$ cat config.mk
export PLATFORM = sky130hd
export DESIGN_NAME = forth_core
export DESIGN_NICKNAME = d
export VERILOG_FILES = /design/src/hw/forth_pkg.sv /design/src/hw/stack_if.sv /design/src/hw/fetch_if.sv /design/src/hw/fetch_unit.sv /design/src/hw/data_stack.sv /design/src/hw/exec_unit.sv /design/src/hw/forth_core.sv
export VERILOG_INCLUDE_DIRS = /design/src /design/src/hw
export SDC_FILE = /design/constraint.sdc
export NUM_CORES = 2
export LEC_CHECK = 0
export BUFFER_PORTS_ARGS = -buffer_cell sky130_fd_sc_hd__buf_2
export CORE_MARGIN = 3
export CORE_UTILIZATION = 65
export CTS_BUF_LIST = sky130_fd_sc_hd__clkbuf_16
export CTS_CLUSTER_SIZE = 14
export DETAILED_ROUTE_END_ITERATION = 10
export PLACE_DENSITY = 0.81
export SLEW_MARGIN = 20
export SYNTH_ARGS = -nofsm -noshare
export SYNTH_HDL_FRONTEND = slang
export SYNTH_SLANG_ARGS = --single-unit
$ cat constraint.sdc
create_clock -name clk -period 15.65 [get_ports clk]
set_clock_uncertainty 0.1 [all_clocks]
set_input_delay 0.7825 -clock clk [delete_from_list [all_inputs] [get_ports clk]]
set_output_delay 0.7825 -clock clk [all_outputs]
set_load 0.005 [all_outputs]
$ cat src/hw/forth_config.svh
// core sizing macros
// data width, program address width, data stack depth
`ifndef FORTH_CONFIG_SVH
`define FORTH_CONFIG_SVH

// data path width in bits
`define FORTH_DW 32

// program address width, 256 bytes of program memory
`define FORTH_AW 8

// stack entries below the top of stack
`define FORTH_DS_DEPTH 16

// depth count width, counts 0..17 including tos
`define FORTH_DEPTH_W 5

`endif

$ cat src/hw/forth_pkg.sv
// forth core package
// opcode enumeration and opcode byte union
`default_nettype none

package forth_pkg;

    // operations, low 7 bits of an opcode byte with top bit clear
    typedef enum logic [6:0] {
        NOP   = 7'd0,
        DUP   = 7'd1,
        DROP  = 7'd2,
        OVER  = 7'd3,
        SWAP  = 7'd4,
        ADD   = 7'd5,
        SUB   = 7'd6,
        AND   = 7'd7,
        OR    = 7'd8,
        XOR   = 7'd9,
        ZEQ   = 7'd10,  // 0=
        EQ    = 7'd11,
        LT    = 7'd12,  // signed
        GT    = 7'd13,  // signed
        BRAN  = 7'd14,  // two bytes, target follows
        ZBRAN = 7'd15,  // two bytes, target follows
        HALT  = 7'd16
    } opcode_e;

    // byte read as an operation
    typedef struct packed {
        logic    is_lit;  // clear here
        opcode_e code;
    } op_fmt_t;

    // byte read as a short literal
    typedef struct packed {
        logic       is_lit;  // set here
        logic [6:0] value;   // zero extended on push
    } lit_fmt_t;

    // one program byte, two decodes sharing the top bit
    typedef union packed {
        op_fmt_t    op;
        lit_fmt_t   lit;
        logic [7:0] raw;
    } op_byte_u;

endpackage

`default_nettype wire

$ cat src/hw/stack_if.sv
// exec unit to data stack interface
// push/pop strobes, write data, nos and fill status
`timescale 1ns/1ps
`default_nettype none
`include "forth_config.svh"

interface stack_if;

    logic                      push;   // strobe, acted on at the edge
    logic                      pop;    // strobe, push+pop replaces nos
    logic [`FORTH_DW-1:0]      din;    // value pushed below tos
    logic [`FORTH_DW-1:0]      nos;    // entry just below tos
    logic [`FORTH_DEPTH_W-1:0] depth;  // stored entries, tos not counted
    logic                      full;
    logic                      empty;

    // data stack side
    modport buffer (
        input  push, pop, din,
        output nos, depth, full, empty
    );

    // execution unit side
    modport user (
        output push, pop, din,
        input  nos, depth, full, empty
    );

endinterface

`default_nettype wire

$ cat src/hw/fetch_if.sv
// fetch unit to exec unit interface
// opcode presentation and ip step/skip/jump control
`timescale 1ns/1ps
`default_nettype none
`include "forth_config.svh"

interface fetch_if;
    import forth_pkg::*;

    op_byte_u              op;      // byte at ip
    logic [7:0]            arg;     // byte at ip+1, branch target
    logic [`FORTH_AW-1:0]  ip;
    logic                  valid;   // core running
    logic                  step;    // one opcode retired
    logic                  skip;    // two-byte opcode retired
    logic                  jump;    // redirect to target
    logic [`FORTH_AW-1:0]  target;
    logic                  stop;    // halt or fault, ends the run

    modport producer (
        output op, arg, ip, valid,
        input  step, skip, jump, target, stop
    );

    modport consumer (
        input  op, arg, ip, valid,
        output step, skip, jump, target, stop
    );

endinterface

`default_nettype wire

$ cat src/hw/fetch_unit.sv
// fetch unit
// program memory with host write port, ip register, run flag
`timescale 1ns/1ps
`default_nettype none
`include "forth_config.svh"

module fetch_unit (
    input  logic                 clk,
    input  logic                 rst,
    input  logic                 prog_we,
    input  logic [`FORTH_AW-1:0] prog_addr,
    input  logic [7:0]           prog_data,
    input  logic                 start,
    fetch_if.producer            fif
);

    localparam int MEM_BYTES = 1 << `FORTH_AW;

    logic [7:0]           prog_mem [0:MEM_BYTES-1];  // opcode bytes
    logic [`FORTH_AW-1:0] arg_addr;                  // ip+1, wraps at the top
    logic                 running;

    // host write, no reset on the array
    always_ff @(posedge clk) begin
        if (prog_we) begin
            prog_mem[prog_addr] <= prog_data;
        end
    end

    // asynchronous read, op follows ip in the same cycle
    assign arg_addr  = fif.ip + 1'b1;
    assign fif.op    = prog_mem[fif.ip];
    assign fif.arg   = prog_mem[arg_addr];
    assign fif.valid = running;

    // run flag
    always_ff @(posedge clk) begin
        if (rst) begin
            running <= 1'b0;
        end else if (!running) begin
            if (start) begin
                running <= 1'b1;  // start ignored while busy
            end
        end else if (fif.stop) begin
            running <= 1'b0;      // halt or fault retired
        end
    end

    // instruction pointer
    always_ff @(posedge clk) begin
        if (rst) begin
            fif.ip <= '0;
        end else if (!running) begin
            if (start) begin
                fif.ip <= '0;  // every run begins at byte 0
            end
        end else if (fif.step) begin
            if (fif.jump) begin
                fif.ip <= fif.target;       // absolute branch
            end else if (fif.skip) begin
                fif.ip <= fif.ip + 2'd2;    // opcode plus target byte
            end else begin
                fif.ip <= fif.ip + 1'b1;
            end
        end
    end

endmodule

`default_nettype wire

$ cat src/hw/data_stack.sv
// data stack below the top of stack
// register array, stack pointer, full/empty flags
`timescale 1ns/1ps
`default_nettype none
`include "forth_config.svh"

module data_stack (
    input  logic clk,
    input  logic rst,
    input  logic clear,
    stack_if.buffer sif
);

    localparam int IW = $clog2(`FORTH_DS_DEPTH);  // entry index width

    logic [`FORTH_DW-1:0]      stack_mem [0:`FORTH_DS_DEPTH-1];
    logic [`FORTH_DEPTH_W-1:0] sp;         // entry count, next free slot
    logic [IW-1:0]             top_idx;    // slot holding nos
    logic [IW-1:0]             free_idx;   // slot a push writes

    assign top_idx  = sp[IW-1:0] - 1'b1;
    assign free_idx = sp[IW-1:0];

    // status toward the exec unit
    assign sif.nos   = (sp == '0) ? '0 : stack_mem[top_idx];  // reads 0 when empty
    assign sif.depth = sp;
    assign sif.empty = (sp == '0);
    assign sif.full  = (sp == `FORTH_DEPTH_W'(`FORTH_DS_DEPTH));

    // entry storage, exec never pushes while full
    always_ff @(posedge clk) begin
        if (sif.push && sif.pop) begin
            stack_mem[top_idx] <= sif.din;   // swap, nos replaced in place
        end else if (sif.push) begin
            stack_mem[free_idx] <= sif.din;
        end
    end

    // pointer
    always_ff @(posedge clk) begin
        if (rst || clear) begin
            sp <= '0;  // clear empties in one cycle
        end else if (sif.push && !sif.pop) begin
            sp <= sp + 1'b1;
        end else if (sif.pop && !sif.push) begin
            sp <= sp - 1'b1;
        end
    end

endmodule

`default_nettype wire

$ cat src/hw/exec_unit.sv
// execution unit
// opcode decode, tos register, alu, compares, branches, halt and fault
`timescale 1ns/1ps
`default_nettype none
`include "forth_config.svh"

module exec_unit (
    input  logic                      clk,
    input  logic                      rst,
    input  logic                      start,
    fetch_if.consumer                 fif,
    stack_if.user                     sif,
    output logic [`FORTH_DW-1:0]      tos,
    output logic [`FORTH_DEPTH_W-1:0] depth,
    output logic                      done,
    output logic                      fault
);
    import forth_pkg::*;

    localparam logic [`FORTH_DW-1:0] TRUE_W = '1;  // forth true

    op_byte_u                  op;
    logic                      tos_v;      // tos slot holds a value
    logic [`FORTH_DW-1:0]      tos_nx;
    logic                      tos_v_nx;
    logic [`FORTH_DEPTH_W-1:0] need;       // operands required
    logic                      grow;       // opcode adds an item
    logic                      push_c;
    logic                      pop_c;
    logic                      jump_c;
    logic                      skip_c;
    logic                      halt_c;
    logic                      bad;        // underflow or overflow
    logic                      new_run;

    assign op      = fif.op;
    assign new_run = start && !fif.valid;
    assign depth   = sif.depth + {{(`FORTH_DEPTH_W-1){1'b0}}, tos_v};

    // decode, one opcode per valid cycle
    always_comb begin
        need     = '0;
        grow     = 1'b0;
        push_c   = 1'b0;
        pop_c    = 1'b0;
        jump_c   = 1'b0;
        skip_c   = 1'b0;
        halt_c   = 1'b0;
        tos_nx   = tos;
        tos_v_nx = tos_v;
        if (op.lit.is_lit) begin
            grow     = 1'b1;
            push_c   = tos_v;  // old tos moves down only if present
            tos_nx   = {{(`FORTH_DW-7){1'b0}}, op.lit.value};
            tos_v_nx = 1'b1;
        end else begin
            case (op.op.code)
                DUP: begin
                    need   = 'd1;
                    grow   = 1'b1;
                    push_c = 1'b1;
                end
                DROP: begin
                    need     = 'd1;
                    pop_c    = !sif.empty;
                    tos_nx   = sif.nos;     // 0 once the stack is gone
                    tos_v_nx = !sif.empty;
                end
                OVER: begin
                    need   = 'd2;
                    grow   = 1'b1;
                    push_c = 1'b1;
                    tos_nx = sif.nos;
                end
                SWAP: begin
                    need   = 'd2;
                    push_c = 1'b1;  // push+pop rewrites nos
                    pop_c  = 1'b1;
                    tos_nx = sif.nos;
                end
                ADD, SUB, AND, OR, XOR, EQ, LT, GT: begin
                    need  = 'd2;
                    pop_c = 1'b1;
                    case (op.op.code)
                        ADD:     tos_nx = sif.nos + tos;
                        SUB:     tos_nx = sif.nos - tos;  // n1 n2 -- n1-n2
                        AND:     tos_nx = sif.nos & tos;
                        OR:      tos_nx = sif.nos | tos;
                        XOR:     tos_nx = sif.nos ^ tos;
                        EQ:      tos_nx = (sif.nos == tos) ? TRUE_W : '0;
                        LT:      tos_nx = ($signed(sif.nos) < $signed(tos)) ? TRUE_W : '0;
                        default: tos_nx = ($signed(sif.nos) > $signed(tos)) ? TRUE_W : '0;
                    endcase
                end
                ZEQ: begin
                    need   = 'd1;
                    tos_nx = (tos == '0) ? TRUE_W : '0;
                end
                BRAN: begin
                    skip_c = 1'b1;
                    jump_c = 1'b1;
                end
                ZBRAN: begin
                    need     = 'd1;
                    skip_c   = 1'b1;          // fall through past target byte
                    jump_c   = (tos == '0);
                    pop_c    = !sif.empty;    // flag consumed
                    tos_nx   = sif.nos;
                    tos_v_nx = !sif.empty;
                end
                HALT:    halt_c = 1'b1;
                default: ;                    // NOP and unused codes
            endcase
        end
        bad = (depth < need) || (grow && sif.full && tos_v);  // full below a live tos
    end

    // stack strobes, suppressed on a fault so the stack stays put
    assign sif.push = fif.valid && !bad && push_c;
    assign sif.pop  = fif.valid && !bad && pop_c;
    assign sif.din  = tos;

    // fetch control
    assign fif.step   = fif.valid;
    assign fif.skip   = fif.valid && skip_c;
    assign fif.jump   = fif.valid && !bad && jump_c;
    assign fif.target = fif.arg[`FORTH_AW-1:0];
    assign fif.stop   = fif.valid && (bad || halt_c);

    // tos register, run status
    always_ff @(posedge clk) begin
        if (rst) begin
            tos   <= '0;
            tos_v <= 1'b0;
            fault <= 1'b0;
            done  <= 1'b0;
        end else begin
            done <= 1'b0;  // single-cycle pulse
            if (new_run) begin
                tos   <= '0;
                tos_v <= 1'b0;
                fault <= 1'b0;  // sticky until the next start
            end else if (fif.valid) begin
                if (bad) begin
                    fault <= 1'b1;  // tos and depth kept
                    done  <= 1'b1;
                end else begin
                    tos   <= tos_nx;
                    tos_v <= tos_v_nx;
                    done  <= halt_c;
                end
            end
        end
    end

endmodule

`default_nettype wire

$ cat src/hw/forth_core.sv
// forth core top level
// fetch unit, data stack and exec unit behind plain ports
`timescale 1ns/1ps
`default_nettype none
`include "forth_config.svh"

module forth_core (
    input  logic                      clk,
    input  logic                      rst,
    input  logic                      prog_we,
    input  logic [`FORTH_AW-1:0]      prog_addr,
    input  logic [7:0]                prog_data,
    input  logic                      start,
    output logic [`FORTH_DW-1:0]      tos,
    output logic [`FORTH_DEPTH_W-1:0] depth,
    output logic                      busy,
    output logic                      done,
    output logic                      fault
);

    fetch_if fif ();
    stack_if sif ();

    logic stack_clear;  // start accepted only while idle

    assign busy        = fif.valid;
    assign stack_clear = start && !fif.valid;

    fetch_unit u_fetch (
        .clk       (clk),
        .rst       (rst),
        .prog_we   (prog_we),
        .prog_addr (prog_addr),
        .prog_data (prog_data),
        .start     (start),
        .fif       (fif.producer)
    );

    data_stack u_stack (
        .clk   (clk),
        .rst   (rst),
        .clear (stack_clear),
        .sif   (sif.buffer)
    );

    exec_unit u_exec (
        .clk   (clk),
        .rst   (rst),
        .start (start),
        .fif   (fif.consumer),
        .sif   (sif.user),
        .tos   (tos),
        .depth (depth),
        .done  (done),
        .fault (fault)
    );

endmodule

`default_nettype wire

; Yosys cells after proc, flatten, opt, wreduce, memory -nomap -nowiden
; Memories as Yosys holds them, arrays and structs flattened. A register that Yosys moved wholly into a read port is not among the register bits.
; Cells that the tools add are included.
[op_classes]
addsub = 8
n_lt_le_gt_ge = 3
n_eq_ne = 18
mux = 46
n_bitwise = 5
reduce_logical = 41
[op_table]
columns = op, n
row1 = 32-bit 2-to-1 mux, 7
row2 = 32-bit one-hot mux with 7 select lines, 1
row3 = 32-bit one-hot mux with 3 select lines, 1
row4 = "7-bit by 4-bit == test with 1-bit output, second input constant", 8
row5 = 8-bit 2-to-1 mux, 6
row6 = 32-bit adder, 1
row7 = 32-bit AND, 1
row8 = 32-bit == test, 1
row9 = 32-bit > comparator, 1
row10 = 32-bit zero test, 1
row11 = 32-bit < comparator, 1
row12 = 32-bit OR, 1
row13 = 32-bit OR reduction, 1
row14 = 32-bit subtractor, 1
row15 = 32-bit bitwise XOR, 1
row16 = "7-bit by 3-bit == test with 1-bit output, second input constant", 4
row17 = 1-bit 2-to-1 mux, 24
row18 = 5-bit 2-to-1 mux, 3
row19 = "7-bit by 2-bit == test with 1-bit output, second input constant", 2
row20 = 1-bit logical AND, 12
row21 = 10-bit OR reduction, 1
row22 = 9-bit OR reduction, 1
row23 = "8-bit by 1-bit adder with 8-bit output, second input constant", 1
row24 = "8-bit by 2-bit adder with 8-bit output, second input constant", 1
row25 = 23 further kinds, 39
[totals]
register_bits = 49
ramBits = 2560
inputBits = 20
out_inout_bits = 40
mem_count = 2
[memory_table]
columns = memory, words, width, rd, rd_clocked_by_memory_dff, write_ports, line
row1 = u_fetch.prog_mem, 256, 8, 2, 1, 1, fetch_unit.sv:19  ; logic [7:0] prog_mem [0:MEM_BYTES-1];
row2 = u_stack.stack_mem, 16, 32, 1, 0, 1, data_stack.sv:16  ; logic [`FORTH_DW-1:0] stack_mem [0:`FORTH_DS_DEPTH-1];

; Logic depth before layout (Yosys ltp)
[logic_depth]
depth_word = 15
ltp_mapped = 36
ltp_nobuf = 26

; By module
; A second synthesis with hierarchy kept.
[hier_totals]
hier_cells = 7217
hier_area_um2 = 125141.3
[by_module_without_submodules]
columns = module, n_inst, cells_each, area_each_um2, seq_area_each_um2
row1 = fetch_unit, 1, 5159, 97120.6, 61839.3
row2 = data_stack, 1, 893, 19882.8, 15474.8
row3 = exec_unit, 1, 1164, 8124.0, 700.7
row4 = forth_core, 1, 1, 13.8, 0.0

; Least setup slack after synthesis
; OpenSTA, ideal clock, no wires.
[synth_path]
path_kind = register to register
start = register (tool-made name)
end = memory u_stack.stack_mem[15][0] (netlist bit) (enable)
setup_time_ns = 0.461
arrival_ns = 7.624
t_required_ns = 15.089
path_slack_ns = 7.465
stages_incl_launch_ff = 28
n_path_buf = 9
synth_period_minus_slack_ns = 8.185
cell_sequence = dfxtp_1 -> buf_6 -> buf_6 -> buf_6 -> buf_6 -> buf_6 -> mux4_2 -> mux4_2 -> a221oi_2 -> o211ai_2 -> buf_6 -> inv_2 -> nand3_1 -> ha_1 -> or4_1 -> o32ai_2 -> a311o_1 -> or2_1 -> buf_4 -> buf_6 -> inv_1 -> ha_1 -> clkbuf_1 -> inv_1 -> nand2_1 -> nor3_1 -> a31oi_1 -> nor3_1
[synth_rtl]
columns = item, line
row1 = to (decl), data_stack.sv:16

==> metrics.cfg <==
[outcome]
outcome = complete, no violations

[critical_path]
cp_cell_sequence = buf_4 -> buf_12 -> and3b_1 -> a22oi_1 -> o211ai_1 -> o211ai_1 -> nor2_1 -> or3_1 -> a211oi_2 -> nand2_1 -> o211ai_1 -> nand3_1 -> ha_1 -> or4_1 -> o32ai_2 -> a311o_1 -> or2_1 -> inv_1 -> ha_1 -> inv_1 -> a31oi_1 -> nor3_2 -> buf_4
crit_path_end_kind = flip-flop
critical_path_arrival_ps = 11550
cp_slowest_stage_delay_ps = 890
path_class = reg2reg
cp_max_fo = 109
cp-start-kind = flip-flop
cpMostUsedCell = o211ai_1
slowest_stage = a211oi_2
crit_required_ps = 16120

[timing]
setup_violations = 0
tightestPinTransition_ps = 1329
whs_ps = 174.4
finalCriticalPeriod_ps = 11080
slew_headroom = 0.1083
rsz0062_at_grt = no
tns_ps = 0
min_period_over_period = 0.7079
slew_violations = 0
fmax_ghz = 0.09027
finalHoldViolCount = 0

[logic_synthesis]
syn_area_um2 = 123300
synth.top_cells.by_area = edfxtp_1, mux4_2, mux2i_1
synthArstFlopShare = 0
synth-seq-cells = 2617
ys_types = 99
ys_seq_area_frac = 0.6327
yosysWarnings = 0
post_synth.cell_area_avg_um2 = 18.44
synth_edf_count = 2560
syn_inst = 6687
synth.net_count = 6817
synth_ff_type = edfxtp_1
synth_top_area_share = 0.6234
synth_area_leader_cell = edfxtp_1

[die]
die_x_um = 441.5
num_rows = 159
dieArea_um2 = 195000
initial_core_util = 0.6552
chipHeight_um = 441.5
top_level_ports = 60
core_region_area_um2 = 188200

[route]
dr_wl_met2_um = 170600
wl_per_cell_um = 39.60
num_vias = 76271
drt-total-wl_um = 373100
dr_wl_met3_um = 57950
first_pass_iters = 10
ant_nets = 0
maxUsedRoutingLayer = met5
route.detailed.drc = 0
routed_via_density = 8.095
drt_iter0_drc = 14314
wl_met1_um = 119600

[grt]
antenna_found_initial = 26
grt_pass1_wl_um = 534400
grt_usage = 0.3861
grt_max_degree = 170
grt_overflow = 0
grt_pass1_vias = 73571

[cells_and_area]
final_cell_mix = edfxtp_1, mux4_2, nor2_1
final_common_cell = edfxtp_1
final_util = 0.7173
final_area_um2 = 135000
final_cells = 9422
final_layout_size_suffix_gt1_frac = 0.2752
finalNetCount = 6831
syn_to_final_growth_pct = 9.481
fillCellCount = 10726

[clock_network]
cts-resized-gates = 0
cts-root-buf = clkbuf_16
worstSkewPairLatency_ps = 970
ctsHoldBuffers = 0
clk_path_buf_depth = 4
htreeDepth = 5
cts_tree = built
cts_made_buffers = 283
cts_sinks = 2617
postCtsSetupBuffers = 0
clk_pin_slew_worst_paths_ps = 60

[placement]
hpwl_um = 227700
place_area_um2 = 126100
numPortBuffers = 59
place_congestion = 0.9434
dp_cells = 8910

[pwr]
leakage_nw = 40.57
p_per_area_nw_per_um2 = 119.2
vdd_ir_drop_max_mv = 0.09651

[flow_run]
cap_viol_max_count = 0

[hold_path]
hold_class = in2reg

cell type report:
cell class	instances	area (µm²)	area share
repair buffers	224	1719	0.01273
multi-input cells	3461	42840	0.3174
clock inverters	188	1463	0.01083
flip-flops and latches	2617	78030	0.5781
clock buffers	292	7307	0.05413
inverters	114	427.9	0.003170
well taps	2495	3122	0.02312
diodes	31	77.57	0.0005746
layer usage:
layer | track usage | vias up
met5 | 0.004467 | -
met4 | 0.2000 | 23
met3 | 0.1268 | 1495
met2 | 0.5745 | 7941
met1 | 0.5171 | 38452
li1 | - | 28360
worst max-delay path, delay by kind of cell, from the launching register on:
family                   cells  cell delay (ps)
adder cells (fa/ha/maj)      2              590
AND/OR/NAND/NOR              8             3790
buffers and inverters        5             2180
AO/OA/AOI/OAI                8             3020
flip-flops                   1              840
state kept, by name, summed over array words and instances, names as in the netlist, named ones only:
| register | cells |
|---|---|
| u_fetch.prog_mem | 2048 |
| u_stack.stack_mem | 512 |
| u_exec.sif.din | 32 |
| u_fetch.fif.ip | 8 |
| u_stack.sif.depth | 5 |
| u_exec.done | 1 |
| u_exec.fault | 1 |
| u_exec.tos_v | 1 |
| u_fetch.fif.valid | 1 |
cells in the mapped netlist, drive strengths merged (33+ instances only):
library cell  number
nor2b             33
o211ai            61
buf              247
a21oi            117
mux2i            362
nor3              61
o21ai             85
mux2              44
a211oi            66
inv              112
ha               107
nand2            219
dfxtp             57
mux4            1186
a22oi            134
o22ai             80
clkbuf           248
edfxtp          2560
nor2             392
nand3             82
per-stage QoR:
stage	power (mW)	setup WS [ps]
after floorplan	9.115	7465
after global placement	9.656	5357
after detailed placement	9.685	5180
after CTS	16.03	5060
after global routing	16.43	4135
final	16.10	4572
power by group:
group          internal, mW  switching (mW)
registers              7.70          0.0338
logic                 0.757            1.13
clock network          3.76            2.72
path summary, 6_finish.rpt:
| check | startpoint | to | slack (ps) | cells past startpoint |
|---|---|---|---|---|
| setup / recovery | flip-flop | u_stack.stack_mem[8][18] | 4570 | 23 |
| hold / removal | prog_data[4] | u_fetch.prog_mem[160][4] | 170 | 1 |
| setup reg to reg | flip-flop | u_stack.stack_mem[8][18] | 4570 | 23 |
| hold reg to reg | u_exec.fault | u_exec.fault | 400 | 2 |
logic make-up after synthesis:
logic type	count (synthesis)	synth area share
AOI/OAI and AO/OA	804	0.04686
xor gates and xnor gates	24	0.001705
adders and majority gates	110	0.01134
buffers and inverters	609	0.02256
DFF	2617	0.6327
muxes	1592	0.2505
and+or+nand+nor	931	0.03439
Note: power is estimated with default switching activity, not from simulation.
